$ cat src/design/panel_pkg.sv
`default_nettype none

package panel_pkg;

    localparam int PANEL_WIDTH       = 32;
    localparam int PANEL_HALF_HEIGHT = 8;   // row pairs, panel is 16 rows
    localparam int COLOR_PLANES      = 4;
    localparam int SHOW_UNIT         = 8;   // oe cycles of plane 0

    localparam int COL_BITS       = $clog2(PANEL_WIDTH);
    localparam int ROW_BITS       = $clog2(2 * PANEL_HALF_HEIGHT);
    localparam int PAIR_BITS      = $clog2(PANEL_HALF_HEIGHT);
    localparam int PLANE_BITS     = $clog2(COLOR_PLANES);
    localparam int WORD_ADDR_BITS = ROW_BITS + COL_BITS;
    localparam int BYTE_ADDR_BITS = WORD_ADDR_BITS + 1;
    localparam int ROW_BYTES      = 2 * PANEL_WIDTH;
    localparam int BYTE_IDX_BITS  = $clog2(ROW_BYTES);
    localparam int FRAME_WORDS    = PANEL_WIDTH * 2 * PANEL_HALF_HEIGHT;
    localparam int SHOW_BITS      = $clog2(SHOW_UNIT) + COLOR_PLANES;

    // sized end values for the counters
    localparam logic [COL_BITS-1:0]      COL_LAST      = COL_BITS'(PANEL_WIDTH - 1);
    localparam logic [PAIR_BITS-1:0]     PAIR_LAST     = PAIR_BITS'(PANEL_HALF_HEIGHT - 1);
    localparam logic [PLANE_BITS-1:0]    PLANE_LAST    = PLANE_BITS'(COLOR_PLANES - 1);
    localparam logic [BYTE_IDX_BITS-1:0] BYTE_IDX_LAST = BYTE_IDX_BITS'(ROW_BYTES - 1);
    localparam logic [ROW_BITS-1:0]      BOTTOM_OFFSET = ROW_BITS'(PANEL_HALF_HEIGHT);
    localparam logic [SHOW_BITS-1:0]     SHOW_BASE     = SHOW_BITS'(SHOW_UNIT);

    typedef union packed {
        logic [1:0][7:0] as_bytes;                  // [1] is the high byte, sent first
        struct packed {
            logic [15-3*COLOR_PLANES:0] spare;
            logic [COLOR_PLANES-1:0]    red;
            logic [COLOR_PLANES-1:0]    green;
            logic [COLOR_PLANES-1:0]    blue;
        } as_color;
    } pixel_word_u;

    typedef struct packed {
        logic red;
        logic green;
        logic blue;
    } rgb_t;

    typedef logic [COLOR_PLANES-1:0] plane_mask_t;  // one enable per bit plane

endpackage

`default_nettype wire

$ cat src/design/ctrl_pkg.sv
`default_nettype none

package ctrl_pkg;

    localparam int CLKS_PER_BIT = 8;
    localparam int TICK_BITS    = $clog2(CLKS_PER_BIT);

    // sample points inside a bit
    localparam logic [TICK_BITS-1:0] TICK_LAST = TICK_BITS'(CLKS_PER_BIT - 1);
    localparam logic [TICK_BITS-1:0] TICK_HALF = TICK_BITS'(CLKS_PER_BIT / 2 - 1);

    // command bytes
    localparam logic [7:0] CMD_ROW    = 8'h4c;  // 'L'
    localparam logic [7:0] CMD_PLANES = 8'h54;  // 'T'
    localparam logic [7:0] CMD_RGB    = 8'h45;  // 'E'

endpackage

`default_nettype wire

$ cat src/design/frame_loader.sv
`default_nettype none

module frame_loader (
    input  wire                                     clk_in,
    input  wire                                     rst,
    input  wire  [7:0]                              rx_data,
    input  wire                                     rx_valid,
    output logic                                    wr_en,
    output logic [panel_pkg::BYTE_ADDR_BITS-1:0]    wr_addr,
    output logic [7:0]                              wr_data,
    output panel_pkg::plane_mask_t                  plane_enable,
    output panel_pkg::rgb_t                         rgb_enable
);

    typedef enum logic [2:0] {
        IDLE,
        PLANES_ARG,
        RGB_ARG,
        ROW_SEL,
        ROW_DATA
    } load_state_t;

    load_state_t                           state;
    logic [panel_pkg::ROW_BITS-1:0]        row;
    logic [panel_pkg::BYTE_IDX_BITS-1:0]   byte_idx;

    always_ff @(posedge clk_in) begin
        wr_en <= 1'b0;
        if (rst) begin
            state        <= IDLE;
            plane_enable <= '1;
            rgb_enable   <= '1;
        end else if (rx_valid) begin
            case (state)
                IDLE: begin
                    case (rx_data)
                        ctrl_pkg::CMD_ROW:    state <= ROW_SEL;
                        ctrl_pkg::CMD_PLANES: state <= PLANES_ARG;
                        ctrl_pkg::CMD_RGB:    state <= RGB_ARG;
                        default:              state <= IDLE;  // unknown byte
                    endcase
                end
                PLANES_ARG: begin
                    plane_enable <= rx_data[panel_pkg::COLOR_PLANES-1:0];
                    state        <= IDLE;
                end
                RGB_ARG: begin
                    rgb_enable <= rx_data[2:0];  // bit 2 red, bit 0 blue
                    state      <= IDLE;
                end
                ROW_SEL: begin
                    row      <= rx_data[panel_pkg::ROW_BITS-1:0];
                    byte_idx <= '0;
                    state    <= ROW_DATA;
                end
                ROW_DATA: begin
                    wr_en    <= 1'b1;
                    wr_addr  <= {row, byte_idx};  // row * ROW_BYTES + index
                    wr_data  <= rx_data;
                    byte_idx <= byte_idx + 1'b1;
                    if (byte_idx == panel_pkg::BYTE_IDX_LAST) begin
                        state <= IDLE;
                    end
                end
                default: state <= IDLE;
            endcase
        end
    end

endmodule

`default_nettype wire

$ cat config.mk
export PLATFORM = sky130hd
export DESIGN_NAME = frame_loader
export DESIGN_NICKNAME = d
export VERILOG_FILES = /design/src/design/panel_pkg.sv /design/src/design/ctrl_pkg.sv /design/src/design/frame_loader.sv
export SDC_FILE = /design/constraint.sdc
export NUM_CORES = 1
export LEC_CHECK = 0
export ABC_AREA = 1
export ABC_CLOCK_PERIOD_IN_PS = 2400
export BUFFER_PORTS_ARGS = -buffer_cell sky130_fd_sc_hd__clkbuf_2
export CORE_ASPECT_RATIO = 0.75
export CORE_MARGIN = 5
export CORE_UTILIZATION = 51
export CTS_CLUSTER_DIAMETER = 30
export DETAILED_ROUTE_END_ITERATION = 7
export PLACE_DENSITY = 0.74
export SETUP_SLACK_MARGIN = 0.3
export SLEW_MARGIN = 10
export SYNTH_ARGS = -nofsm -noshare
export SYNTH_HDL_FRONTEND = slang
export SYNTH_SLANG_ARGS = --single-unit
$ cat constraint.sdc
create_clock -name clk_in -period 2.4 [get_ports clk_in]
set_input_delay 0.12 -clock clk_in [delete_from_list [all_inputs] [get_ports clk_in]]
set_output_delay 0.12 -clock clk_in [all_outputs]
set_load 0.03 [all_outputs]
# After elaboration in Yosys (flattened, before gate mapping)
# Cells that the tools add are included.
classes:
  add_sub_neg: 1
  eq_ne: 9
  mux: 5
  n_bitwise: 2
  n_reduce_logical: 9
op_table:
  columns: ["cell", "count"]
  rows:
  - ["== test 8 x 7 -> 1 bit (second input constant)", 3]
  - ["one-hot mux 6 bit (2 select lines)", 1]
  - ["one-hot mux 3 bit (3 select lines)", 1]
  - ["AND reduction 3 bit", 3]
  - ["adder 6 x 1 -> 6 bit (second input constant)", 1]
  - ["== test 3 x 2 -> 1 bit (second input constant)", 2]
  - ["== test 6 bit (second input constant)", 1]
  - ["one-hot mux 2 bit (3 select lines)", 1]
  - ["AND reduction 2 bit", 3]
  - ["== test 3 x 1 -> 1 bit (second input constant)", 1]
  - ["== test 3 bit (second input constant)", 1]
  - ["zero test 3 bit", 1]
  - ["2-to-1 mux 3 bit", 1]
  - ["inequality test 2 bit (second input constant)", 1]
  - ["NOT 1 bit", 2]
  - ["nonzero test 2 bit", 1]
  - ["OR reduction 2 bit", 1]
  - ["2-to-1 mux 1 bit", 1]
totals:
  regBits: 39
  inputBits: 11
  output_inout_bits: 26
  word_cells: 36

# Longest topological paths before layout
logic_depth:
  depth_word: 3
  depth_mapped: 9

# Worst setup path before layout
# No wires, ideal clock.
synth_path:
  kind: "reg2reg"
  startpoint: "register state[1]"
  endpoint: "register wr_addr[0] (netlist name) (enable)"
  arrival_ns: 1.457
  setup_slack_ns: 0.551
  path_stages_with_launch: 6
  n_path_buf: 0
  period_less_slack_ns: 1.849
  path_cell_list: "dfxtp_1 inv_1 nand2_1 nor2_2 inv_2 nor2_1"
synth_between:
  elab_chain_len: 2
synth_rtl:
  columns: ["item", "line", "rtl"]
  rows:
  - ["from (decl)", "frame_loader.sv:23", "load_state_t state;"]
  - ["from (signal assigned)", "frame_loader.sv:30", "state <= IDLE;"]
  - ["from (signal assigned)", "frame_loader.sv:37", "ctrl_pkg::CMD_ROW: state <= ROW_SEL;"]
  - ["from (signal assigned)", "frame_loader.sv:38", "ctrl_pkg::CMD_PLANES: state <= PLANES_ARG;"]
  - ["== test 3 bit", "frame_loader.sv:34", "case (state)"]
  - ["AND reduction 3 bit (no line)", null, null]
  - ["to (signal assigned)", "frame_loader.sv:58", "wr_addr <= {row, byte_idx};"]
  - ["to (decl)", "frame_loader.sv:9", "output logic [panel_pkg::BYTE_ADDR_BITS-1:0] wr_addr,"]
# Every way passes these cells.
# A chain may end at the register's enable or synchronous reset.

# Worst setup path after layout
layout_path:
  startpoint: "register state[0]"
  endpoint: "register byte_idx[2] (netlist name) (enable)"
layout_between:
  elab_chain_len: 3
layout_rtl:
  columns: ["item", "line", "rtl"]
  rows:
  - ["== test 3 bit / == test 3 x 2 -> 1 bit (equally long branches)", "frame_loader.sv:34", null]
  - ["nonzero test 2 bit (no line) *", null, null]
  - ["AND reduction 3 bit (no line) *", null, null]
  - ["to (signal assigned)", "frame_loader.sv:60", "byte_idx <= byte_idx + 1'b1;"]
  - ["to (decl)", "frame_loader.sv:25", "logic [panel_pkg::BYTE_IDX_BITS-1:0] byte_idx;"]
# Mark *: on every way between the ends. The rest lies on a longest branch, timed or not.

==> results.md <==
- Status: finished, final reports clean
- WP depth: 5
- Worst path bufs/invs: 2
- Peak VDD IR: around 0.54 mV
- XOR/XNOR share of the synthesized area: 0
- Routed Antenna Nets: 0
- Clock sink total: 39
- Initial antenna violation count: 0
- Syn Std Cell Area: 0.00149 sq mm
- Sequential fraction of design power: 0.505
- Post-Route Skew: 4.25 ps
- Fin Hold WS: 28.6 ps
- FF+latch count, synth: 39
- Seq. cell area: 0.00106 sq mm
- Post-synthesis mux area share: 0
- Kind of cell adding the most delay to the critical path: compound AO/OA/AOI/OAI gates
- Slowest cell on the critical path: a21oi_1
- Core area: 0.00287 sq mm
- I/O pins: 37
- Post-Place Cells: approximately 200
- Post-CTS setup buffers: 0
- Worst path max stage delay: ~480 ps
- Die extent in y: between 50 and 60 um
- Layout cells sized above 1: 0.289
- Max-cap violations: 0
- Commonest cells after routing, fill and taps aside: clkbuf_2 (36), edfxtp_1 (28), nand2_1 (24), inv_1 (16), nor2_1 (16)
- Leak: between 0.8 and 0.9 nW
- Synth warn: 0
- First-pass GRT wire length: ~4600 um
- Global-route usage over all layers: 0.152
- Final hold vios: 0
- Vias per cell: between 4 and 5
- Vias: 1018
- Count of cell types in the netlist: 19
- Setup TNS: 0 ps
- Vias in the first global route: slightly below 1000
- IO Port Bufs: 36
- CP Launch Type: flop
- Required @ worst endpoint: ~2300 ps
- Routability cong.: roughly 0.8
- F_max: between 600 and 700 MHz
- Internal power: between 0.001 and 0.0015 W
- Pwr Density: ~790 mW/mm^2
- Die width: between 70 and 80 um
- Final cell count without fillers: 211
- Switching power: about 0.00029 W
- Root Driver: clkbuf_8
- RSZ-0062 raised after global routing: false
- Clock power frac: 0.428
- Slew @ Worst Pin: a little under 600 ps
- Largest net degree at the start of global routing: 19
- Worst path cell trace: inv_1 > nand2_1 > nor2_2 > inv_2 > a21oi_1
- Mapped Avg Cell Area: roughly 12 sq um
- DRC violations left: 0
- Clock slew at reported path FFs: about 70 ps
- Period minus WS final: between 1500 and 2000 ps
- TritonCTS clock tree: done
- CTS Hold Bufs: 0
- Area delta synth->final: 23.7%
- Layout fillers: 207
- Setup-failing EPs final: 0
- Initial DRC Count: 38
- Hold Path Depth: 1
- Critical path peak fanout: 8
- CTS buffer count: 5
- Kind of end point of the critical path: flop
- Core Rows: 17
- Main combinational cell family by area after synthesis: simple AND/OR/NAND/NOR gates
- Net count after synthesis: between 100 and 150
- Post-synthesis sequential area ratio: 0.710
- Crit path DAT: 1520 ps
- Max_slew headroom: 0.612
- Nets: 184
- Synth Area in Simple Gates: 0.169
- Final WL: roughly 2800 um
- Router iterations before antenna repair: 5
- Die area: about 0.004 sq mm
- Clock Tree Buf Depth: 2
- HP Class: input pin to flop
- Ant diodes: 0
- Share of total power in combinational logic: 0.067
- # resized after CTS: 0
- Most common cell after layout, fill and taps aside: clkbuf_2
- Sw frac: 0.198
- Wirelength per Cell: approximately 13 um
- Multi-input logic area: between 300 and 400 sq um
- Detailed Place HPWL: 2130 um
- Post-synthesis compound-gate area fraction: 0.0603
- Post-Synth Adder-Cell Area: 0.00838
- Number of cells on the worst reg-to-reg path: 5
- Total gr overflow: 0
- Clock insertion delay at the later pin of the skew report: between 200 and 300 ps
- Slew Limit Fails: 0
- Syn Inst Count: roughly 130
- Initial Util: 0.520
- H-Tree Level Count: 2
- Critical path class: flop to flop
- Final worst-path cycle share: 0.664
[layout make-up]
type | count | share of cell area
clock inverters | 2 | 0.0325
inverters | 17 | 0.0345
repair buffers | 37 | 0.102
flip-flops and latches | 39 | 0.574
multi-input cells | 72 | 0.192
well taps | 38 | 0.0257
clock buffers | 6 | 0.0393
[state kept, by name (all words and copies together) (netlist names)]
signal,flops
wr_data,8
byte_idx,6
state,3
wr_addr,10
wr_en,1
plane_enable,4
row,4
rgb_enable,3
[metal layers]
metal | part of all wire | track usage
met3 | 0.077 | 0.0411
met4 | 0.029 | 0.103
met2 | 0.45 | 0.237
met1 | 0.45 | 0.182
met5 | 0 | 0
[power groups by stage]
stage	Clock (W)	Combinational, W	Sequential [W]
3_3_place_gp	0	0.0000941	0.000755
4_1_cts	0.000636	0.0000989	0.000741
6_report	0.000628	0.0000990	0.000742
3_5_place_dp	0	0.0000981	0.000756
5_1_grt	0.000673	0.000109	0.000743
2_1_floorplan	0	0.0000473	0.000774
[synth_stat cells]
master,instances,area [sq um]
nor3b_1,1,7.51
a21oi_1,5,25.0
nor2_1,16,60.1
nor2_2,1,6.26
dfxtp_1,11,220
nor2_4,1,11.3
nand2_2,3,18.8
inv_2,1,3.75
o21a_1,1,7.51
o211ai_1,7,52.6
nor3_1,2,10.0
o21ai_0,1,5.00
nand3_1,6,30.0
ha_1,1,12.5
inv_1,16,60.1
nand2_1,24,90.1
nand4_1,3,18.8
edfxtp_1,28,841
clkbuf_8,1,13.8
[through the flow]
| stage | instance area [sq um] | util | setup WS, ps | total power [W] |
|---|---|---|---|---|
| finish | 1850 | 0.644 | 806 | 0.00147 |
| global route | 1850 | 0.644 | 704 | 0.00152 |
| CTS | 1850 | 0.644 | 790 | 0.00148 |
| detailed placement | 1720 | 0.597 | 801 | 0.000854 |
| global placement | 1720 | 0.597 | 919 | 0.000849 |
| floorplan | 1490 | - | 551 | 0.000821 |
[cell families (layout without fill, tap and decap cells)]
| family | Yosys count | after routing |
|---|---|---|
| AO/OA/AOI/OAI | 14 | 14 |
| buffers and inverters | 18 | 62 |
| flip-flops | 39 | 39 |
| AND/OR/NAND/NOR | 57 | 57 |
| adder cells (fa/ha/maj) | 1 | 1 |
[final timing paths]
check	endpoint	from	slack (ps)
setup reg to reg	byte_idx[2]	state[0]	810
setup / recovery	byte_idx[2]	state[0]	810
hold / removal	wr_data[6]	rx_data[6]	30
hold reg to reg	wr_addr[9]	row[3]	420
No activity file was read; power rests on OpenSTA's default activity.
