### config.mk
export PLATFORM = sky130hd
export DESIGN_NAME = matrix_scan_flat
export DESIGN_NICKNAME = d
export VERILOG_FILES = /design/src/design/panel_pkg.sv /design/src/design/pixel_bus_if.sv /design/src/design/matrix_scan.sv /design/src/flat_wrapper.sv
export SDC_FILE = /design/constraint.sdc
export NUM_CORES = 1
export LEC_CHECK = 0
export BUFFER_PORTS_ARGS = -buffer_cell sky130_fd_sc_hd__buf_2
export CAP_MARGIN = 0
export CELL_PAD_IN_SITES_DETAIL_PLACEMENT = 2
export CELL_PAD_IN_SITES_GLOBAL_PLACEMENT = 2
export CORE_ASPECT_RATIO = 1.25
export CORE_UTILIZATION = 36
export DETAILED_ROUTE_END_ITERATION = 10
export HOLD_SLACK_MARGIN = 0.02
export PLACE_DENSITY = 0.83
export SLEW_MARGIN = 20
export SYNTH_ARGS = -nofsm -noshare
export SYNTH_HDL_FRONTEND = slang
export SYNTH_SLANG_ARGS = --single-unit
### constraint.sdc
create_clock -name clk_in -period 4.1 [get_ports clk_in]
set_clock_uncertainty 0.2 [all_clocks]
set_input_delay 0 -clock clk_in [delete_from_list [all_inputs] [get_ports clk_in]]
set_output_delay 0 -clock clk_in [all_outputs]
set_load 0.02 [all_outputs]
### src/design/panel_pkg.sv
`default_nettype none

package panel_pkg;

    localparam int PANEL_WIDTH       = 32;
    localparam int PANEL_HALF_HEIGHT = 8;   // row pairs, panel is 16 rows
    localparam int COLOR_PLANES      = 4;
    localparam int SHOW_UNIT         = 8;   // oe cycles of plane 0

    localparam int COL_BITS       = $clog2(PANEL_WIDTH);
    localparam int ROW_BITS       = $clog2(2 * PANEL_HALF_HEIGHT);
    localparam int PAIR_BITS      = $clog2(PANEL_HALF_HEIGHT);
    localparam int PLANE_BITS     = $clog2(COLOR_PLANES);
    localparam int WORD_ADDR_BITS = ROW_BITS + COL_BITS;
    localparam int BYTE_ADDR_BITS = WORD_ADDR_BITS + 1;
    localparam int ROW_BYTES      = 2 * PANEL_WIDTH;
    localparam int BYTE_IDX_BITS  = $clog2(ROW_BYTES);
    localparam int FRAME_WORDS    = PANEL_WIDTH * 2 * PANEL_HALF_HEIGHT;
    localparam int SHOW_BITS      = $clog2(SHOW_UNIT) + COLOR_PLANES;

    // sized end values for the counters
    localparam logic [COL_BITS-1:0]      COL_LAST      = COL_BITS'(PANEL_WIDTH - 1);
    localparam logic [PAIR_BITS-1:0]     PAIR_LAST     = PAIR_BITS'(PANEL_HALF_HEIGHT - 1);
    localparam logic [PLANE_BITS-1:0]    PLANE_LAST    = PLANE_BITS'(COLOR_PLANES - 1);
    localparam logic [BYTE_IDX_BITS-1:0] BYTE_IDX_LAST = BYTE_IDX_BITS'(ROW_BYTES - 1);
    localparam logic [ROW_BITS-1:0]      BOTTOM_OFFSET = ROW_BITS'(PANEL_HALF_HEIGHT);
    localparam logic [SHOW_BITS-1:0]     SHOW_BASE     = SHOW_BITS'(SHOW_UNIT);

    typedef union packed {
        logic [1:0][7:0] as_bytes;                  // [1] is the high byte, sent first
        struct packed {
            logic [15-3*COLOR_PLANES:0] spare;
            logic [COLOR_PLANES-1:0]    red;
            logic [COLOR_PLANES-1:0]    green;
            logic [COLOR_PLANES-1:0]    blue;
        } as_color;
    } pixel_word_u;

    typedef struct packed {
        logic red;
        logic green;
        logic blue;
    } rgb_t;

    typedef logic [COLOR_PLANES-1:0] plane_mask_t;  // one enable per bit plane

endpackage

`default_nettype wire

### src/design/pixel_bus_if.sv
`default_nettype none

interface pixel_bus_if;

    logic [panel_pkg::COL_BITS-1:0]   column;
    logic [panel_pkg::PAIR_BITS-1:0]  row;     // row pair, top half index
    logic [panel_pkg::PLANE_BITS-1:0] plane;
    logic                             load;    // one-cycle fetch request
    panel_pkg::rgb_t                  rgb_top;
    panel_pkg::rgb_t                  rgb_bottom;

    modport scan (output column, row, plane, load);

    modport fetch (input column, row, plane, load, output rgb_top, rgb_bottom);

endinterface

`default_nettype wire

### src/design/matrix_scan.sv
`default_nettype none

module matrix_scan (
    input  wire                               clk_in,
    input  wire                               rst,
    pixel_bus_if.scan                         bus,
    output logic                              clk_pixel,
    output logic                              row_latch,
    output logic                              oe_n,
    output logic [panel_pkg::PAIR_BITS-1:0]   row_address
);

    typedef enum logic [1:0] {SHIFT, LATCH, SHOW} scan_state_t;

    scan_state_t                          state;
    logic [1:0]                           phase;     // four clocks per column
    logic [panel_pkg::COL_BITS-1:0]       column;
    logic [panel_pkg::PLANE_BITS-1:0]     plane;
    logic [panel_pkg::PAIR_BITS-1:0]      row;
    logic [panel_pkg::SHOW_BITS-1:0]      show_cnt;

    always_ff @(posedge clk_in) begin
        if (rst) begin
            state       <= SHIFT;
            phase       <= '0;
            column      <= '0;
            plane       <= '0;
            row         <= '0;
            row_address <= '0;
            show_cnt    <= '0;
        end else begin
            case (state)
                SHIFT: begin
                    phase <= phase + 1'b1;
                    if (phase == 2'd3) begin
                        if (column == panel_pkg::COL_LAST) begin
                            column <= '0;
                            state  <= LATCH;
                        end else begin
                            column <= column + 1'b1;
                        end
                    end
                end
                LATCH: begin
                    row_address <= row;  // held through the whole show
                    // binary weight, plane p shows SHOW_UNIT << p cycles
                    show_cnt    <= (panel_pkg::SHOW_BASE << plane) - 1'b1;
                    state       <= SHOW;
                end
                SHOW: begin
                    if (show_cnt == '0) begin
                        state <= SHIFT;
                        if (plane == panel_pkg::PLANE_LAST) begin
                            plane <= '0;
                            row   <= (row == panel_pkg::PAIR_LAST) ? '0 : row + 1'b1;
                        end else begin
                            plane <= plane + 1'b1;
                        end
                    end else begin
                        show_cnt <= show_cnt - 1'b1;
                    end
                end
                default: state <= SHIFT;
            endcase
        end
    end

    // panel strobes decoded from the state
    assign bus.load  = (state == SHIFT) && (phase == 2'd0);
    assign clk_pixel = (state == SHIFT) && (phase == 2'd3);  // data settled by now
    assign row_latch = (state == LATCH);
    assign oe_n      = (state != SHOW);

    assign bus.column = column;
    assign bus.row    = row;
    assign bus.plane  = plane;

endmodule

`default_nettype wire

### src/flat_wrapper.sv
// flat-port wrapper written by rule: the top's interface ports become plain ports
module matrix_scan_flat 
  (clk_in, rst, clk_pixel, row_latch, oe_n, row_address, bus_column, bus_row, bus_plane, bus_load);
  pixel_bus_if bus_i ();
  input  wire clk_in;
  input  wire rst;
  output logic clk_pixel;
  output logic row_latch;
  output logic oe_n;
  output logic [panel_pkg::PAIR_BITS-1:0] row_address;
  output wire logic [$bits(bus_i.column)-1:0] bus_column;
  output wire logic [$bits(bus_i.row)-1:0] bus_row;
  output wire logic [$bits(bus_i.plane)-1:0] bus_plane;
  output wire logic [$bits(bus_i.load)-1:0] bus_load;
  assign bus_column = bus_i.column;
  assign bus_row = bus_i.row;
  assign bus_plane = bus_i.plane;
  assign bus_load = bus_i.load;
  matrix_scan u_core (.clk_in(clk_in), .rst(rst), .bus(bus_i), .clk_pixel(clk_pixel), .row_latch(row_latch), .oe_n(oe_n), .row_address(row_address));
endmodule
Word-level counts from Yosys, hierarchy flattened
Cells that the tools add are included.

Add/subtract/negate cells: 6. Eq/ne operators: 11. Shift operators: 1. Multiplexer cells: 9. Reduce and logical (&&, ||, !) cells: 11.

Operator list (number): $pmux W7 S2 (1); $sub A7 B1 Y7 const B (2); $mux W2 (4); $logic_not A7 Y1 (1); $mux W7 (1); $shl A4 B2 Y7 const A (1); $eq A2 B2 Y1 const B (3); $ne A2 B1 Y1 const B (3); $pmux W2 S3 (1); $reduce_and A2 Y1 (3); $reduce_and A3 Y1 (2); $add A5 B1 Y5 const B (1); $eq A5 B5 Y1 const B (1); $mux W5 (1); $add A2 B1 Y2 const B (2); $logic_not A2 Y1 (2); $ne A2 B2 Y1 const B (2); $add A3 B1 Y3 const B (1); $eq A3 B3 Y1 const B (1); $mux W3 (1); $eq A2 B1 Y1 const B (1); $logic_and A1 B1 Y1 (2); $reduce_bool A2 Y1 (1).

Bits in registers: 24. Input port bits: 2. Output and inout bits: 17. Logic and storage cells: 45.

Depth between registers and ports, before layout
Depth in word-level cells: 4. Depth in mapped cells: 9. Mapped depth without buffers: 7.

Worst setup path after synthesis
OpenSTA, ideal clock, no wires.

Path type: register to register. Start: reg u_core.column, in the netlist u_core.bus.column[0]. End: reg u_core.column, in the netlist u_core.bus.column[3]. Setup time: 0.070 ns. Data arrival time: 1.663 ns. Data required time: 3.830 ns. Setup slack: 2.167 ns. Cell stages (with the launch flop): 6. Buffers on the path: 0. Clock period less this slack: 1.933 ns. Cell sequence: dfxtp_1 -> ha_1 -> and3_1 -> ha_1 -> or4_1 -> a21oi_1.

Longest elaborated chain between the ends: 2. Elaborated cells on any way between the ends: 3. Those cells by class: 1 x add/sub; 1 x eq/ne; 1 x mux.

RTL lines: start, declared (line matrix_scan.sv:17) `logic [panel_pkg::COL_BITS-1:0] column;`; start signal, assigned (line matrix_scan.sv:40) `column <= column + 1'b1;`; $add A5 B1 Y5 / $eq A5 B5 Y1 (equally long branches) (line matrix_scan.sv:40, matrix_scan.sv:36); $mux W5 * (line matrix_scan.sv:36) `if (column == panel_pkg::COL_LAST) begin`.

Mark *: on every way between the ends. The rest lies on a longest branch, timed or not. A chain may end at the register's enable or synchronous reset.

Worst setup path in the final report
Start: reg u_core.state[0]. End: reg u_core.show_cnt[2] in the netlist's numbering.

Longest elaborated chain between the ends: 3. Elaborated cells on any way between the ends: 6. Those cells by class: 3 x eq/ne; 1 x mux; 2 x reduce/logical.

RTL lines: start, declared (line matrix_scan.sv:15) `scan_state_t state;`; start signal, assigned (line matrix_scan.sv:24) `state <= SHIFT;`; start signal, assigned (line matrix_scan.sv:38) `state <= LATCH;`; start signal, assigned (line matrix_scan.sv:48) `state <= SHOW;`; $eq A2 B2 Y1 / $eq A2 B1 Y1 (equally long branches) (line matrix_scan.sv:32) `case (state)`; $ne A2 B2 Y1 (no line) / $reduce_bool A2 Y1 (equally long branches); $reduce_and A2 Y1 (no line); end signal, assigned (line matrix_scan.sv:47) `show_cnt <= (panel_pkg::SHOW_BASE << plane) - 1'b1;`; end signal, assigned (line matrix_scan.sv:60) `show_cnt <= show_cnt - 1'b1;`; end, declared (line matrix_scan.sv:20) `logic [panel_pkg::SHOW_BITS-1:0] show_cnt;`.

Several ways; a longest one is shown, not always the timed one.

==> results.md <==
- CP top delay family: flip-flops
- RSZ-0062 raised after global routing: false
- Largest net degree at the start of global routing: 25
- Via/cell ratio: 5.742
- Post-DR wirelength/cell: 17.15 um
- Post-Syn Area: around 0.0013 mm^2
- Cells after Synth: 158
- Root buf cell: clkbuf_8
- DRT Wirelength: about 3700 um
- Post-CTS setup buffer count: 0
- Final period util: 0.5267
- Run status: complete, no violations
- H-Tree Depth: 1
- Syn Area/Cell: 8.473 um^2
- TritonRoute pass-1 iters: 4
- Cell count after placement: 208
- Antenna violations before repair: 0
- Share of cells above drive strength 1: 0.1609
- PwrDens: 309.0 mW/mm^2
- Slowest stage cell, crit path: dfxtp_1
- Worst Tran Pin Value: between 0.4 and 0.5 ns
- Area of the core: around 0.0035 mm^2
- Final hold vios: 0
- FMAX: between 400 and 500 MHz
- Area grow syn2layout: 13.18%
- Vias in the first global route: between 1,000 and 1,500
- DIE AREA: 0.003968 mm^2
- Post-synth net total: 172
- #FFs+latches synth: 24
- CTS tree: done
- Width of the die: 56.55 um
- CTS buffer count: 3
- Startpoint class of the critical path: flop
- Arr. time, crit path: 2.13 ns
- Clock Pin Slew Worst Setup and Hold Paths: ~0.09 ns
- # IOs: 19
- CP bufs+invs: 0
- Hold WS: between 0.2 and 0.3 ns
- Worst hold-check path type: flop to flop
- CP most frequent cell: nand2_1
- Die Ht: ~70 um
- Dpl hpwl: around 2700 um
- Clk Latency, worst-skew pair: 0.27 ns
- Via count: 1,223
- Pre-CTS worst setup slack: roughly 2 ns
- Final worst setup slack: roughly 1.9 ns
- PortBufs: 18
- Number of synthesized flops with an enable pin: 0
- Worst Setup End Kind: flop
- Total gr overflow: 0
- Clock tree buffer depth: 2
- VDD IR-drop max: roughly 0.16 mV
- Req. time, crit path: around 4.1 ns
- Fraction of registers with async set/reset: 0
- Synth area leader: dfxtp_1
- Setup-failing EPs final: 0
- Drt initial violations: 24
- Initial Utilization: 0.3811
- Worst-path cell chain: and2b_2 > nand2_1 > ha_1 > nand2_1 > a211o_1 > a221oi_1
- Shortest period the worst path allows: 2.160 ns
- Multi-input gate area: 780.7 um^2
- Rel. slew slack: 0.6794
- Synth Flop Type: dfxtp_1
- Crit path largest cell delay: 0.54 ns
- Max_cap viols: 0
- Diodes inserted: 0
- Yosys top cell area share: 0.3589
- FILL cells: 408
- Total Routing Usage GR: 0.1986
- Yosys warns: 0
- Non-Filler Instances: about 210
- Leakage: 0.6381 nW
- Row cnt: 24
- CP max FO: 12
- Register Area: 480.5 um^2
- GPL Wtd Cong: 0.8913
- Largest cells by area after synthesis: dfxtp_1 (36%), ha_1 (11%), a21oi_1 (5.6%)
- Seq/Total Area, Yosys: 0.3589
- Clock sinks: 24
- TNS Setup: 0 ns
- # DRC: 0
- Final Slew Violations: 0
- Routed Antenna Nets: 0
- Global-route wire length before repair: 6092 um
- Crit Path Class: flop to flop
- Final net count: around 190
- Distinct cell type count after synthesis: 43
[cells by family (layout without fill, tap and decap cells)]
kind of cell	after synthesis	count (layout)	synth area share
buf+inv	16	32	0.05794
compound gates	41	41	0.1916
simple gates	59	59	0.2365
mux	4	4	0.02991
fa+ha+maj	12	12	0.1121
xor+xnor	2	2	0.01309
flops	24	24	0.3589
[tightest hold or removal path: stages (launching register included)]
cell     delay [ns]
dfxtp_1        0.32
nand2_1        0.05
a21oi_1        0.06
[final cells by class]
cell class / instances / area share
clock buffer: 3 / 0.02725
clock inverter: 1 / 0.01982
inverter: 9 / 0.02230
multi-input combinational: 118 / 0.5153
sequential: 24 / 0.3171
tap: 39 / 0.03220
timing repair buffer: 19 / 0.06606
[Yosys cell counts (2+ instances only)]
master,n
inv_1,8
a221oi_1,2
dfxtp_1,24
buf_6,2
clkbuf_1,3
mux2i_1,4
a21oi_1,15
or3_1,2
a211oi_1,4
nor2b_1,2
nor3_1,2
nor2_1,16
buf_2,2
ha_1,12
o21ai_0,8
nand3_1,4
nand4_1,2
a31oi_1,3
nor3b_1,2
o211ai_1,2
nand2_1,17
[flip-flops by register name, indices dropped and copies added (netlist names)]
name                flops
u_core.bus.plane        2
u_core.phase            2
u_core.bus.column       5
u_core.bus.row          3
u_core.row_address      3
u_core.state            2
u_core.show_cnt         7
[report_power, final]
| group | total (W) | internal, W | switching (W) | leakage [nW] |
|---|---|---|---|---|
| sequential | 0.000238 | 0.000235 | 0.00000259 | 0.194 |
| clock | 0.000210 | 0.000131 | 0.0000790 | 0.0357 |
| combinational | 0.0000205 | 0.00000730 | 0.0000132 | 0.409 |
| total | 0.000468 | 0.000373 | 0.0000948 | 0.638 |
[cells in the final DEF, fill, tap and decap left out, drive strengths merged, types with 8 or more instances in the layout]
cell and count:
dfxtp 24, buf 18, nand2 17, nor2 16
a21oi 15, ha 12, inv 8, o21ai 8
[path summary, 6_finish.rpt]
check / startpoint / endpoint / slack [ns] / depth (start not counted)
min: u_core.row_address[0]$_SDFFE_PP0P_ / u_core.row_address[0]$_SDFFE_PP0P_ / 0.27 / 2
min reg2reg: u_core.row_address[0]$_SDFFE_PP0P_ / u_core.row_address[0]$_SDFFE_PP0P_ / 0.27 / 2
max reg2reg: u_core.state[0]$_SDFFE_PP0P_ / u_core.show_cnt[2]$_SDFFE_PP0P_ / 1.94 / 6
max: u_core.state[0]$_SDFFE_PP0P_ / u_core.show_cnt[2]$_SDFFE_PP0P_ / 1.94 / 6
[routing by layer]
layer  wire (um)  part of all wire  up-vias  track usage
met1        1606              0.44      609       0.2361
met3          66             0.018        6      0.02222
met4          48             0.013        0      0.06504
li1            -                 -      595            -
met5           0                 0        -            0
met2        1931              0.53       13       0.3634
[through the flow]
stage | area (um^2) | utilization | total power (W)
detailed placement | 1434 | 0.4081 | 0.0002639
CTS | 1515 | 0.4313 | 0.0004739
finish | 1515 | 0.4313 | 0.0004681
global route | 1515 | 0.4313 | 0.0004855
floorplan | 1339 | - | 0.0002572
global placement | 1434 | 0.4081 | 0.0002617
[repair_timing]
item	CTS	global route
hold buffers	1	0
endpoints found under the setup margin	0	0
gates resized for setup	0	0
endpoints found under the hold margin	15	0
No activity file was read; power rests on OpenSTA's default activity.
