[config.mk]
export PLATFORM = sky130hd
export DESIGN_NAME = pixel_fetch_flat
export DESIGN_NICKNAME = d
export VERILOG_FILES = /design/src/design/panel_pkg.sv /design/src/design/pixel_bus_if.sv /design/src/design/pixel_fetch.sv /design/src/flat_wrapper.sv
export SDC_FILE = /design/constraint.sdc
export NUM_CORES = 1
export LEC_CHECK = 0
export BUFFER_PORTS_ARGS = -buffer_cell sky130_fd_sc_hd__buf_4
export CAP_MARGIN = 0
export CELL_PAD_IN_SITES_DETAIL_PLACEMENT = 1
export CELL_PAD_IN_SITES_GLOBAL_PLACEMENT = 2
export CORE_MARGIN = 3
export CORE_UTILIZATION = 28
export CTS_CLUSTER_DIAMETER = 200
export DETAILED_ROUTE_END_ITERATION = 10
export HOLD_SLACK_MARGIN = 0.12
export PLACE_DENSITY_LB_ADDON = 0.1
export SYNTH_ARGS = -nofsm -noshare
export SYNTH_HDL_FRONTEND = slang
export SYNTH_SLANG_ARGS = --single-unit
[constraint.sdc]
create_clock -name clk_in -period 3.2 [get_ports clk_in]
set_input_delay 0.64 -clock clk_in [delete_from_list [all_inputs] [get_ports clk_in]]
set_output_delay 0.64 -clock clk_in [all_outputs]
set_load 0.02 [all_outputs]
[src/design/panel_pkg.sv]
`default_nettype none

package panel_pkg;

    localparam int PANEL_WIDTH       = 32;
    localparam int PANEL_HALF_HEIGHT = 8;   // row pairs, panel is 16 rows
    localparam int COLOR_PLANES      = 4;
    localparam int SHOW_UNIT         = 8;   // oe cycles of plane 0

    localparam int COL_BITS       = $clog2(PANEL_WIDTH);
    localparam int ROW_BITS       = $clog2(2 * PANEL_HALF_HEIGHT);
    localparam int PAIR_BITS      = $clog2(PANEL_HALF_HEIGHT);
    localparam int PLANE_BITS     = $clog2(COLOR_PLANES);
    localparam int WORD_ADDR_BITS = ROW_BITS + COL_BITS;
    localparam int BYTE_ADDR_BITS = WORD_ADDR_BITS + 1;
    localparam int ROW_BYTES      = 2 * PANEL_WIDTH;
    localparam int BYTE_IDX_BITS  = $clog2(ROW_BYTES);
    localparam int FRAME_WORDS    = PANEL_WIDTH * 2 * PANEL_HALF_HEIGHT;
    localparam int SHOW_BITS      = $clog2(SHOW_UNIT) + COLOR_PLANES;

    // sized end values for the counters
    localparam logic [COL_BITS-1:0]      COL_LAST      = COL_BITS'(PANEL_WIDTH - 1);
    localparam logic [PAIR_BITS-1:0]     PAIR_LAST     = PAIR_BITS'(PANEL_HALF_HEIGHT - 1);
    localparam logic [PLANE_BITS-1:0]    PLANE_LAST    = PLANE_BITS'(COLOR_PLANES - 1);
    localparam logic [BYTE_IDX_BITS-1:0] BYTE_IDX_LAST = BYTE_IDX_BITS'(ROW_BYTES - 1);
    localparam logic [ROW_BITS-1:0]      BOTTOM_OFFSET = ROW_BITS'(PANEL_HALF_HEIGHT);
    localparam logic [SHOW_BITS-1:0]     SHOW_BASE     = SHOW_BITS'(SHOW_UNIT);

    typedef union packed {
        logic [1:0][7:0] as_bytes;                  // [1] is the high byte, sent first
        struct packed {
            logic [15-3*COLOR_PLANES:0] spare;
            logic [COLOR_PLANES-1:0]    red;
            logic [COLOR_PLANES-1:0]    green;
            logic [COLOR_PLANES-1:0]    blue;
        } as_color;
    } pixel_word_u;

    typedef struct packed {
        logic red;
        logic green;
        logic blue;
    } rgb_t;

    typedef logic [COLOR_PLANES-1:0] plane_mask_t;  // one enable per bit plane

endpackage

`default_nettype wire

[src/design/pixel_bus_if.sv]
`default_nettype none

interface pixel_bus_if;

    logic [panel_pkg::COL_BITS-1:0]   column;
    logic [panel_pkg::PAIR_BITS-1:0]  row;     // row pair, top half index
    logic [panel_pkg::PLANE_BITS-1:0] plane;
    logic                             load;    // one-cycle fetch request
    panel_pkg::rgb_t                  rgb_top;
    panel_pkg::rgb_t                  rgb_bottom;

    modport scan (output column, row, plane, load);

    modport fetch (input column, row, plane, load, output rgb_top, rgb_bottom);

endinterface

`default_nettype wire

[src/design/pixel_fetch.sv]
`default_nettype none

module pixel_fetch (
    input  wire                                   clk_in,
    input  wire                                   rst,
    pixel_bus_if.fetch                            bus,
    input  wire  panel_pkg::plane_mask_t          plane_enable,
    input  wire  panel_pkg::rgb_t                 rgb_enable,
    output logic                                  rd_en,
    output logic [panel_pkg::WORD_ADDR_BITS-1:0]  rd_addr,
    input  wire  panel_pkg::pixel_word_u          rd_data
);

    logic                               load_d1;   // top word on rd_data
    logic                               load_d2;   // bottom word on rd_data
    logic [panel_pkg::COL_BITS-1:0]     col_q;
    logic [panel_pkg::PAIR_BITS-1:0]    row_q;
    logic [panel_pkg::PLANE_BITS-1:0]   plane_q;
    logic [panel_pkg::ROW_BITS-1:0]     bottom_row;
    panel_pkg::rgb_t                    top_q;

    // one plane bit per channel, gated by both masks
    function automatic panel_pkg::rgb_t plane_bits(
        input panel_pkg::pixel_word_u        word,
        input logic [panel_pkg::PLANE_BITS-1:0] p,
        input panel_pkg::plane_mask_t        pmask,
        input panel_pkg::rgb_t               cmask
    );
        panel_pkg::rgb_t bits;
        bits.red   = word.as_color.red[p]   & pmask[p] & cmask.red;
        bits.green = word.as_color.green[p] & pmask[p] & cmask.green;
        bits.blue  = word.as_color.blue[p]  & pmask[p] & cmask.blue;
        return bits;
    endfunction

    assign bottom_row = {1'b0, row_q} + panel_pkg::BOTTOM_OFFSET;

    // top read straight off the load, bottom read one cycle later
    assign rd_en   = bus.load | load_d1;
    assign rd_addr = bus.load ? {1'b0, bus.row, bus.column} : {bottom_row, col_q};

    always_ff @(posedge clk_in) begin
        if (rst) begin
            load_d1 <= 1'b0;
            load_d2 <= 1'b0;
        end else begin
            load_d1 <= bus.load;
            load_d2 <= load_d1;
        end
    end

    always_ff @(posedge clk_in) begin
        if (bus.load) begin
            col_q   <= bus.column;
            row_q   <= bus.row;
            plane_q <= bus.plane;
        end
        if (load_d1) begin
            top_q <= plane_bits(rd_data, plane_q, plane_enable, rgb_enable);
        end
    end

    // both halves change together, three cycles after load
    always_ff @(posedge clk_in) begin
        if (rst) begin
            bus.rgb_top    <= '0;
            bus.rgb_bottom <= '0;
        end else if (load_d2) begin
            bus.rgb_top    <= top_q;
            bus.rgb_bottom <= plane_bits(rd_data, plane_q, plane_enable, rgb_enable);
        end
    end

endmodule

`default_nettype wire

[src/flat_wrapper.sv]
// flat-port wrapper written by rule: the top's interface ports become plain ports
module pixel_fetch_flat 
  (clk_in, rst, plane_enable, rgb_enable, rd_en, rd_addr, rd_data, bus_column, bus_row, bus_plane, bus_load, bus_rgb_top, bus_rgb_bottom);
  pixel_bus_if bus_i ();
  input  wire clk_in;
  input  wire rst;
  input  wire  panel_pkg::plane_mask_t plane_enable;
  input  wire  panel_pkg::rgb_t rgb_enable;
  output logic rd_en;
  output logic [panel_pkg::WORD_ADDR_BITS-1:0] rd_addr;
  input  wire  panel_pkg::pixel_word_u rd_data;
  input wire logic [$bits(bus_i.column)-1:0] bus_column;
  input wire logic [$bits(bus_i.row)-1:0] bus_row;
  input wire logic [$bits(bus_i.plane)-1:0] bus_plane;
  input wire logic [$bits(bus_i.load)-1:0] bus_load;
  output wire logic [$bits(bus_i.rgb_top)-1:0] bus_rgb_top;
  output wire logic [$bits(bus_i.rgb_bottom)-1:0] bus_rgb_bottom;
  assign bus_i.column = bus_column;
  assign bus_i.row = bus_row;
  assign bus_i.plane = bus_plane;
  assign bus_i.load = bus_load;
  assign bus_rgb_top = bus_i.rgb_top;
  assign bus_rgb_bottom = bus_i.rgb_bottom;
  pixel_fetch u_core (.clk_in(clk_in), .rst(rst), .bus(bus_i), .plane_enable(plane_enable), .rgb_enable(rgb_enable), .rd_en(rd_en), .rd_addr(rd_addr), .rd_data(rd_data));
endmodule
# Word-level counts from Yosys, hierarchy flattened
# Index checks and enable logic that the tools add are counted.
# totals
ff_bits,21
latch_bits,0
mem_bits_rw,0
romBits,0
in_bits,36
output_inout_bits,16
n_memories,0
# classes
addsub,1
mul,0
div,0
magnitude_cmp,1
eq_ne,0
n_shift,0
n_mux,9
bitwise_logic,7
n_reduce_logical,0
# op_table
operator,n
two-way mux 9 bit,1
binary-select mux 1 bit (select 2 bit),4
AND 1 bit,6
adder 3 x 4 -> 4 bit (second input constant),1
two-way mux 1 bit,4
less-than comparator 2 x 3 -> 1 bit (second input constant),1
OR 1 bit,1

# Depth between registers and ports, before layout
# Gate-level depths: netlist of run 1.
# depth
depth_word,4
mapped_depth,4

# Worst setup path before layout of run 1
# No wires, ideal clock.
# synth_timing
path_type,input to output
from,input bus_load
to,output rd_addr[3] in the netlist's numbering
arrival_ps,1242
t_required_ps,2560
slack_ps,1318
stages,2
path_cell_list,buf_2 -> mux2_1
# synth_via
elab_chain_cells,1
# synth_lines
element,line,source
"start, declared",flat_wrapper.sv:15,input wire logic [$bits(bus_i.load)-1:0] bus_load;
two-way mux 9 bit,pixel_fetch.sv:40,"assign rd_addr = bus.load ? {1'b0, bus.row, bus.column} : {bottom_row, col_q};"
"end, declared",flat_wrapper.sv:10,output logic [panel_pkg::WORD_ADDR_BITS-1:0] rd_addr;
# Every way passes these cells.

# Worst setup path after layout of run 1
# layout_timing
from,input bus_load
to,output rd_addr[0] in the netlist's numbering
# Same word-level chain as after synthesis.

==> results of run 1 <==
## power by group through the flow
stage,combinational (W),sequential (W),clock [W]
floorplan,0.0000564,0.000314,0
global route,0.000119,0.000313,0.000146
detailed placement,0.000110,0.000318,0
global placement,0.000108,0.000317,0
finish,0.000109,0.000311,0.000128
CTS,0.000111,0.000312,0.000134
## worst max-delay path, stage by stage
cell and delay, ps:
buf_4 240, mux2_2 370, buf_4 160
## final cells by class
| type | count | area [um2] |
|---|---|---|
| clock buffer | 3 | 22.5 |
| clock inverter | 1 | 5.00 |
| fill | 383 | 1790 |
| inverter | 1 | 3.75 |
| multi-input combinational | 48 | 374 |
| sequential | 21 | 551 |
| tap | 44 | 55.1 |
| timing repair buffer | 47 | 353 |
## worst min-delay path by stage
stage | endpoint | slack, ps | cells after the start
final | u_core.plane_q[0]$_DFFE_PP_ | 510 | 1
after global routing | u_core.plane_q[0]$_DFFE_PP_ | 480 | 1
after CTS | u_core.plane_q[0]$_DFFE_PP_ | 500 | 1
after detailed placement | u_core.bus.rgb_bottom[2]$_SDFFE_PP0P_ | 480 | 2
after global placement | u_core.bus.rgb_top[2]$_SDFFE_PP0P_ | 460 | 2
after floorplan | u_core.bus.rgb_top[0]$_SDFFE_PP0P_ | 460 | 2
## logic make-up (layout without fill, tap and decap cells)
family / count (synthesis) / after routing / synth area share [%]
and+or+nand+nor: 23 / 23 / 12.1
DFF: 21 / 21 / 58.0
muxes: 19 / 19 / 22.5
AOI/OAI and AO/OA: 6 / 6 / 4.74
buffers and inverters: 4 / 52 / 2.63
## flip-flops by register name, summed over array words and instances, names as in the netlist
name	flops
u_core.bus.rgb_top	3
u_core.bus.rgb_bottom	3
u_core.col_q	5
u_core.row_q	3
u_core.top_q	3
u_core.load_d2	1
u_core.load_d1	1
u_core.plane_q	2
## synthesized netlist by cell type (all sizes together)
| library cell | n |
|---|---|
| inv | 1 |
| nor2b | 1 |
| mux2 | 16 |
| nor2 | 5 |
| o311ai | 3 |
| mux2i | 3 |
| nand4 | 3 |
| nand2b | 2 |
| nand2 | 10 |
| buf | 3 |
| nor3b | 1 |
| or2 | 1 |
| o22ai | 3 |
| dfxtp | 8 |
| edfxtp | 13 |
## metal layers
metal	routed length, um	global-route usage [%]	vias to the layer above
met4	29	5.54	0
li1	-	-	369
met2	1050	17.7	29
met1	942	13.6	342
met5	0	0	-
met3	152	3.16	2
## cell usage in the layout (no fill, tap or decap), types with 2 or more instances in the layout
cell type / n
buf_4: 47
edfxtp_1: 13
mux2_2: 11
nand2_1: 9
dfxtp_1: 8
nor2_1: 5
mux2_1: 4
o22ai_1: 3
nand4_1: 3
o311ai_1: 3
mux2i_1: 3
clkbuf_4: 3
nand2b_1: 2
## stage by stage
| stage | power (W) | utilization [%] | hold slack (ps) |
|---|---|---|---|
| 6_report | 0.000548 | 43.3 | 508 |
| 3_3_place_gp | 0.000425 | 42.4 | 464 |
| 2_1_floorplan | 0.000370 | - | 456 |
| 3_5_place_dp | 0.000428 | 42.4 | 484 |
| 4_1_cts | 0.000556 | 43.3 | 496 |
| 5_1_grt | 0.000578 | 43.3 | 481 |
==> results.yml, run 1 <==
power_and_ir_drop:
  cellPowerDensity_nw_per_um2: 402
  p_int_w: 0.000410
  ir_worst_vdd_mv: 0.104
  combPwrFrac_pct: 19.9
  p_sw_share_pct: 25.2
  leakagePower_nw: 0.573
  p_seq_share_pct: 56.8
  power.switching_w: 0.000138
  p_clk_share_pct: 23.3
sta:
  setup_slack_ps: 1150
  relSlewSlack_pct: 75.1
  tns_ps: 0
  tightest_slew_ps: 372
  period_share_pct: 63.9
  final_hold_viol_count: 0
  setup_violations: 0
  max_clock_freq_mhz: 489
  period_minus_slack_ps: 2050
  final_max_slew_viol_count: 0
  rsz0062_at_grt: "no"
  fin_skew_ps: 3.41
finish:
  final_design_area_no_fill_um2: 1360
  diodes: 0
  nets: 158
  syn_to_final_growth_pct: 43.6
  drive_gt1_share_pct: 52.9
  finalNonFillerCells: 165
synthesis:
  synth_top_cell_by_area: "edfxtp_1"
  avgSynthCellArea_um2: 13.0
  syn-cell-area_um2: 950
  syn_inst: 73
  yosys-top-cells-area: "edfxtp_1, dfxtp_1, mux2_2, mux2_1, nand2_1"
  ys_ff_latch: 21
  synthDistinctLibCells: 19
  synth_fp_nets: 109
  yosys_warnings: 0
  netlist.area_leader.share_pct: 41.1
  yosysSeqAreaShare_pct: 58.0
critical_path:
  cp-endpoint: "rd_addr[0]"
  critPathLaunch: "bus_load"
  cp_data_arrival_time_ps: 1410
  rr_endpoint: "u_core.top_q[1]$_DFFE_PP_"
  reg2reg_depth: 3
  start_kind: "primary input"
  regToRegSetupSlack_ps: 1720
  cp-end-kind: "primary output"
  crit_fanout: 20
  r2r-start: "u_core.plane_q[1]$_DFFE_PP_"
  crit_required_ps: 2560
  critPathKind: "primary input to primary output"
detailed_routing:
  drt_iter0_drc: 31
  postRouteAntennaNets: 0
  via_count: 742
  routed_via_density: 4.50
  dr.pass1.iters: 4
  drt_drc_violations_left: 0
  avgRoutedWirePerCell_um: 13.2
  drt_wl_total_um: 2180
floorplan:
  fp.dieH_um: 64.2
  initial_utilization_pct: 30.1
  ios: 52
  die_w_um: 64.2
  core_um2: 3150
  die_area_um2: 4130
  core.rowCount: 20
clock_network:
  path_clk_slew_ps: 120
  cts.repair.resized: 0
  hold_buffers: 0
  clock-root-buffer: "clkbuf_4"
  post_cts_buffers: 0
  clock_sinks: 21
  htree_levels: 1
  numCtsBuffers: 3
  clock_latency_ps: 300
  cts_tree: "yes"
  cts.path.max_buffers: 2
status:
  status: "finished clean"
global_routing:
  antenna_found_initial: 0
  grt_pass1_wl_um: 3550
  grt-ovfl-total: 0
  grt_pass1_vias: 772
  grt_max_degree: 21
  grt_util_all_layers_pct: 11.1
place:
  dpl_cell_area_um2: 1340
  gp_congestion: 0.731
  dp_hpwl_um: 1810
  portBuffers: 47
  dp.cells: 161
  place_ws_ps: 1140
min_path:
  min_from: "bus_plane[0]"
  hold_path.class: "primary input to flip-flop"
job:
  maxCapViolations: 0
Power figures use the tool's default switching activity.
==> run 2: changes to the inputs <==
CORE_UTILIZATION = 26   (was 28)
clock period = 2 ns   (was 3.2 ns; I/O delays follow)
==> run 2 against run 1 <==
Power up 61%; hold slack worse by 240 ps; die area rose by 7.0%; clock skew is 4.8 ps higher; cell area up 0.18%; register-to-register slack lost 1200 ps; non-clock buffer count stayed put; sequential share of layout area is 0.074 points lower; sequential power is 60% higher; largest power group unchanged.
==> results.yml, run 2 (same netlist as run 1, synthesis figures left out) <==
sta:
  fin_skew_ps: 8.19
  tightest_slew_ps: 353
  final_max_slew_viol_count: 0
  period_share_pct: 77.7
  relSlewSlack_pct: 76.4
  period_minus_slack_ps: 1550
  max_clock_freq_mhz: 644
  setup_violations: 0
  rsz0062_at_grt: "no"
  final_hold_viol_count: 0
  tns_ps: 0
finish:
  multi_input_area_um2: 374
  drive_gt1_share_pct: 52.9
  largest_reg_flops: 5
  diodes: 0
  layout_common_cells: "buf_4, edfxtp_1, mux2_2"
  regMostFlops: "u_core.col_q"
  regArea_um2: 551
  nets: 158
  n_fill_cell: 386
  final_common_cell: "buf_4"
  final_design_area_no_fill_um2: 1370
  syn_to_final_growth_pct: 43.9
floorplan:
  die_area_um2: 4410
  initial_utilization_pct: 27.8
  core.rowCount: 21
  core_um2: 3420
  die_w_um: 66.4
  fp.dieH_um: 66.4
  ios: 52
detailed_routing:
  drt_wl_total_um: 2220
  postRouteAntennaNets: 0
  drt_iter0_drc: 14
  routed_via_density: 4.49
  dr.pass1.iters: 3
  avgRoutedWirePerCell_um: 13.3
  via_count: 749
  drt_drc_violations_left: 0
critical_path:
  crit_required_ps: 1600
  worst_path_most_repeated_cell: "buf_4"
  start_kind: "primary input"
  max_stage_delay_ps: 360
  crit_fanout: 20
  critPathKind: "primary input to primary output"
  cp_top_family: "buffers and inverters"
  cp_data_arrival_time_ps: 1150
  cp-end-kind: "primary output"
  cpMaxStageDelayCell: "mux2_2"
  path_cells: "buf_4, mux2_2, buf_4"
  cp_num_buf_inv: 2
place:
  portBuffers: 47
  dpl_cell_area_um2: 1340
  dp_hpwl_um: 1840
  gp_congestion: 0.725
job:
  maxCapViolations: 0
global_routing:
  grt_max_degree: 21
  antenna_found_initial: 0
  grt_pass1_vias: 805
  grt_pass1_wl_um: 3590
  grt_util_all_layers_pct: 11.0
  grt-ovfl-total: 0
clock_network:
  numCtsBuffers: 3
  hold_buffers: 0
  cts_tree: "yes"
  cts.repair.resized: 0
  post_cts_buffers: 0
  clock_latency_ps: 310
  clock-root-buffer: "clkbuf_4"
  clock_sinks: 21
  cts.path.max_buffers: 2
  htree_levels: 1
  path_clk_slew_ps: 110
power_and_ir_drop:
  ir_worst_vdd_mv: 0.390
  cellPowerDensity_nw_per_um2: 644
  leakagePower_nw: 0.573
status:
  status: "finished clean"
min_path:
  hold_path.class: "primary input to flip-flop"
## run 2: cell counts in the layout (fill, tap and decap cells not counted)
No cell type changed its count.
## run 2: report_power, final
part | switching [W] | internal [W]
sequential | 0.0000142 | 0.000484
combinational | 0.0000767 | 0.0000979
clock | 0.000133 | 0.0000746
total | 0.000224 | 0.000656
## run 2: metal layers
metal / vias up / GRT usage, % / part of all wire, %
met5: - / 0 / 0
met4: 0 / 3.81 / 0.86
met3: 2 / 4.08 / 5.7
met2: 24 / 18.7 / 53
met1: 353 / 12.5 / 40
li1: 370 / - / -
## run 2: cell type report
cell class	count	share of cell area [%]
tap	46	4.21
sequential	21	40.3
timing repair buffer	47	25.8
inverter	1	0.275
multi-input combinational	48	27.4
clock buffer	3	1.65
clock inverter	1	0.366
## run 2: path summary, 6_finish.rpt
check                                        startpoint                                    end  slack (ps)  cells after the start
setup / recovery                               bus_load                             rd_addr[0]         450                      3
hold reg to reg   u_core.bus.rgb_bottom[1]$_SDFFE_PP0P_  u_core.bus.rgb_bottom[1]$_SDFFE_PP0P_         500                      2
setup reg to reg            u_core.plane_q[1]$_DFFE_PP_              u_core.top_q[2]$_DFFE_PP_         510                      3
hold / removal                             bus_plane[1]            u_core.plane_q[1]$_DFFE_PP_         270                      1
## run 2: worst register-to-register path, cell delays in order (launching register included)
cell      delay, ps
edfxtp_1        560
mux2_2          420
nand2b_1        140
o22ai_1         130
## run 2: metrics by stage
step / utilization, % / worst slack [ps] / total power, W / std cells / hold slack (ps)
6_report: 40.0 / 446 / 0.000880 / 167 / 270
5_1_grt: 40.0 / 400 / 0.000931 / 167 / 239
4_1_cts: 40.0 / 431 / 0.000900 / 167 / 254
3_5_place_dp: 39.2 / 429 / 0.000686 / 163 / 475
3_3_place_gp: 39.2 / 450 / 0.000680 / 163 / 461
2_1_floorplan: - / 598 / 0.000592 / 73 / 456
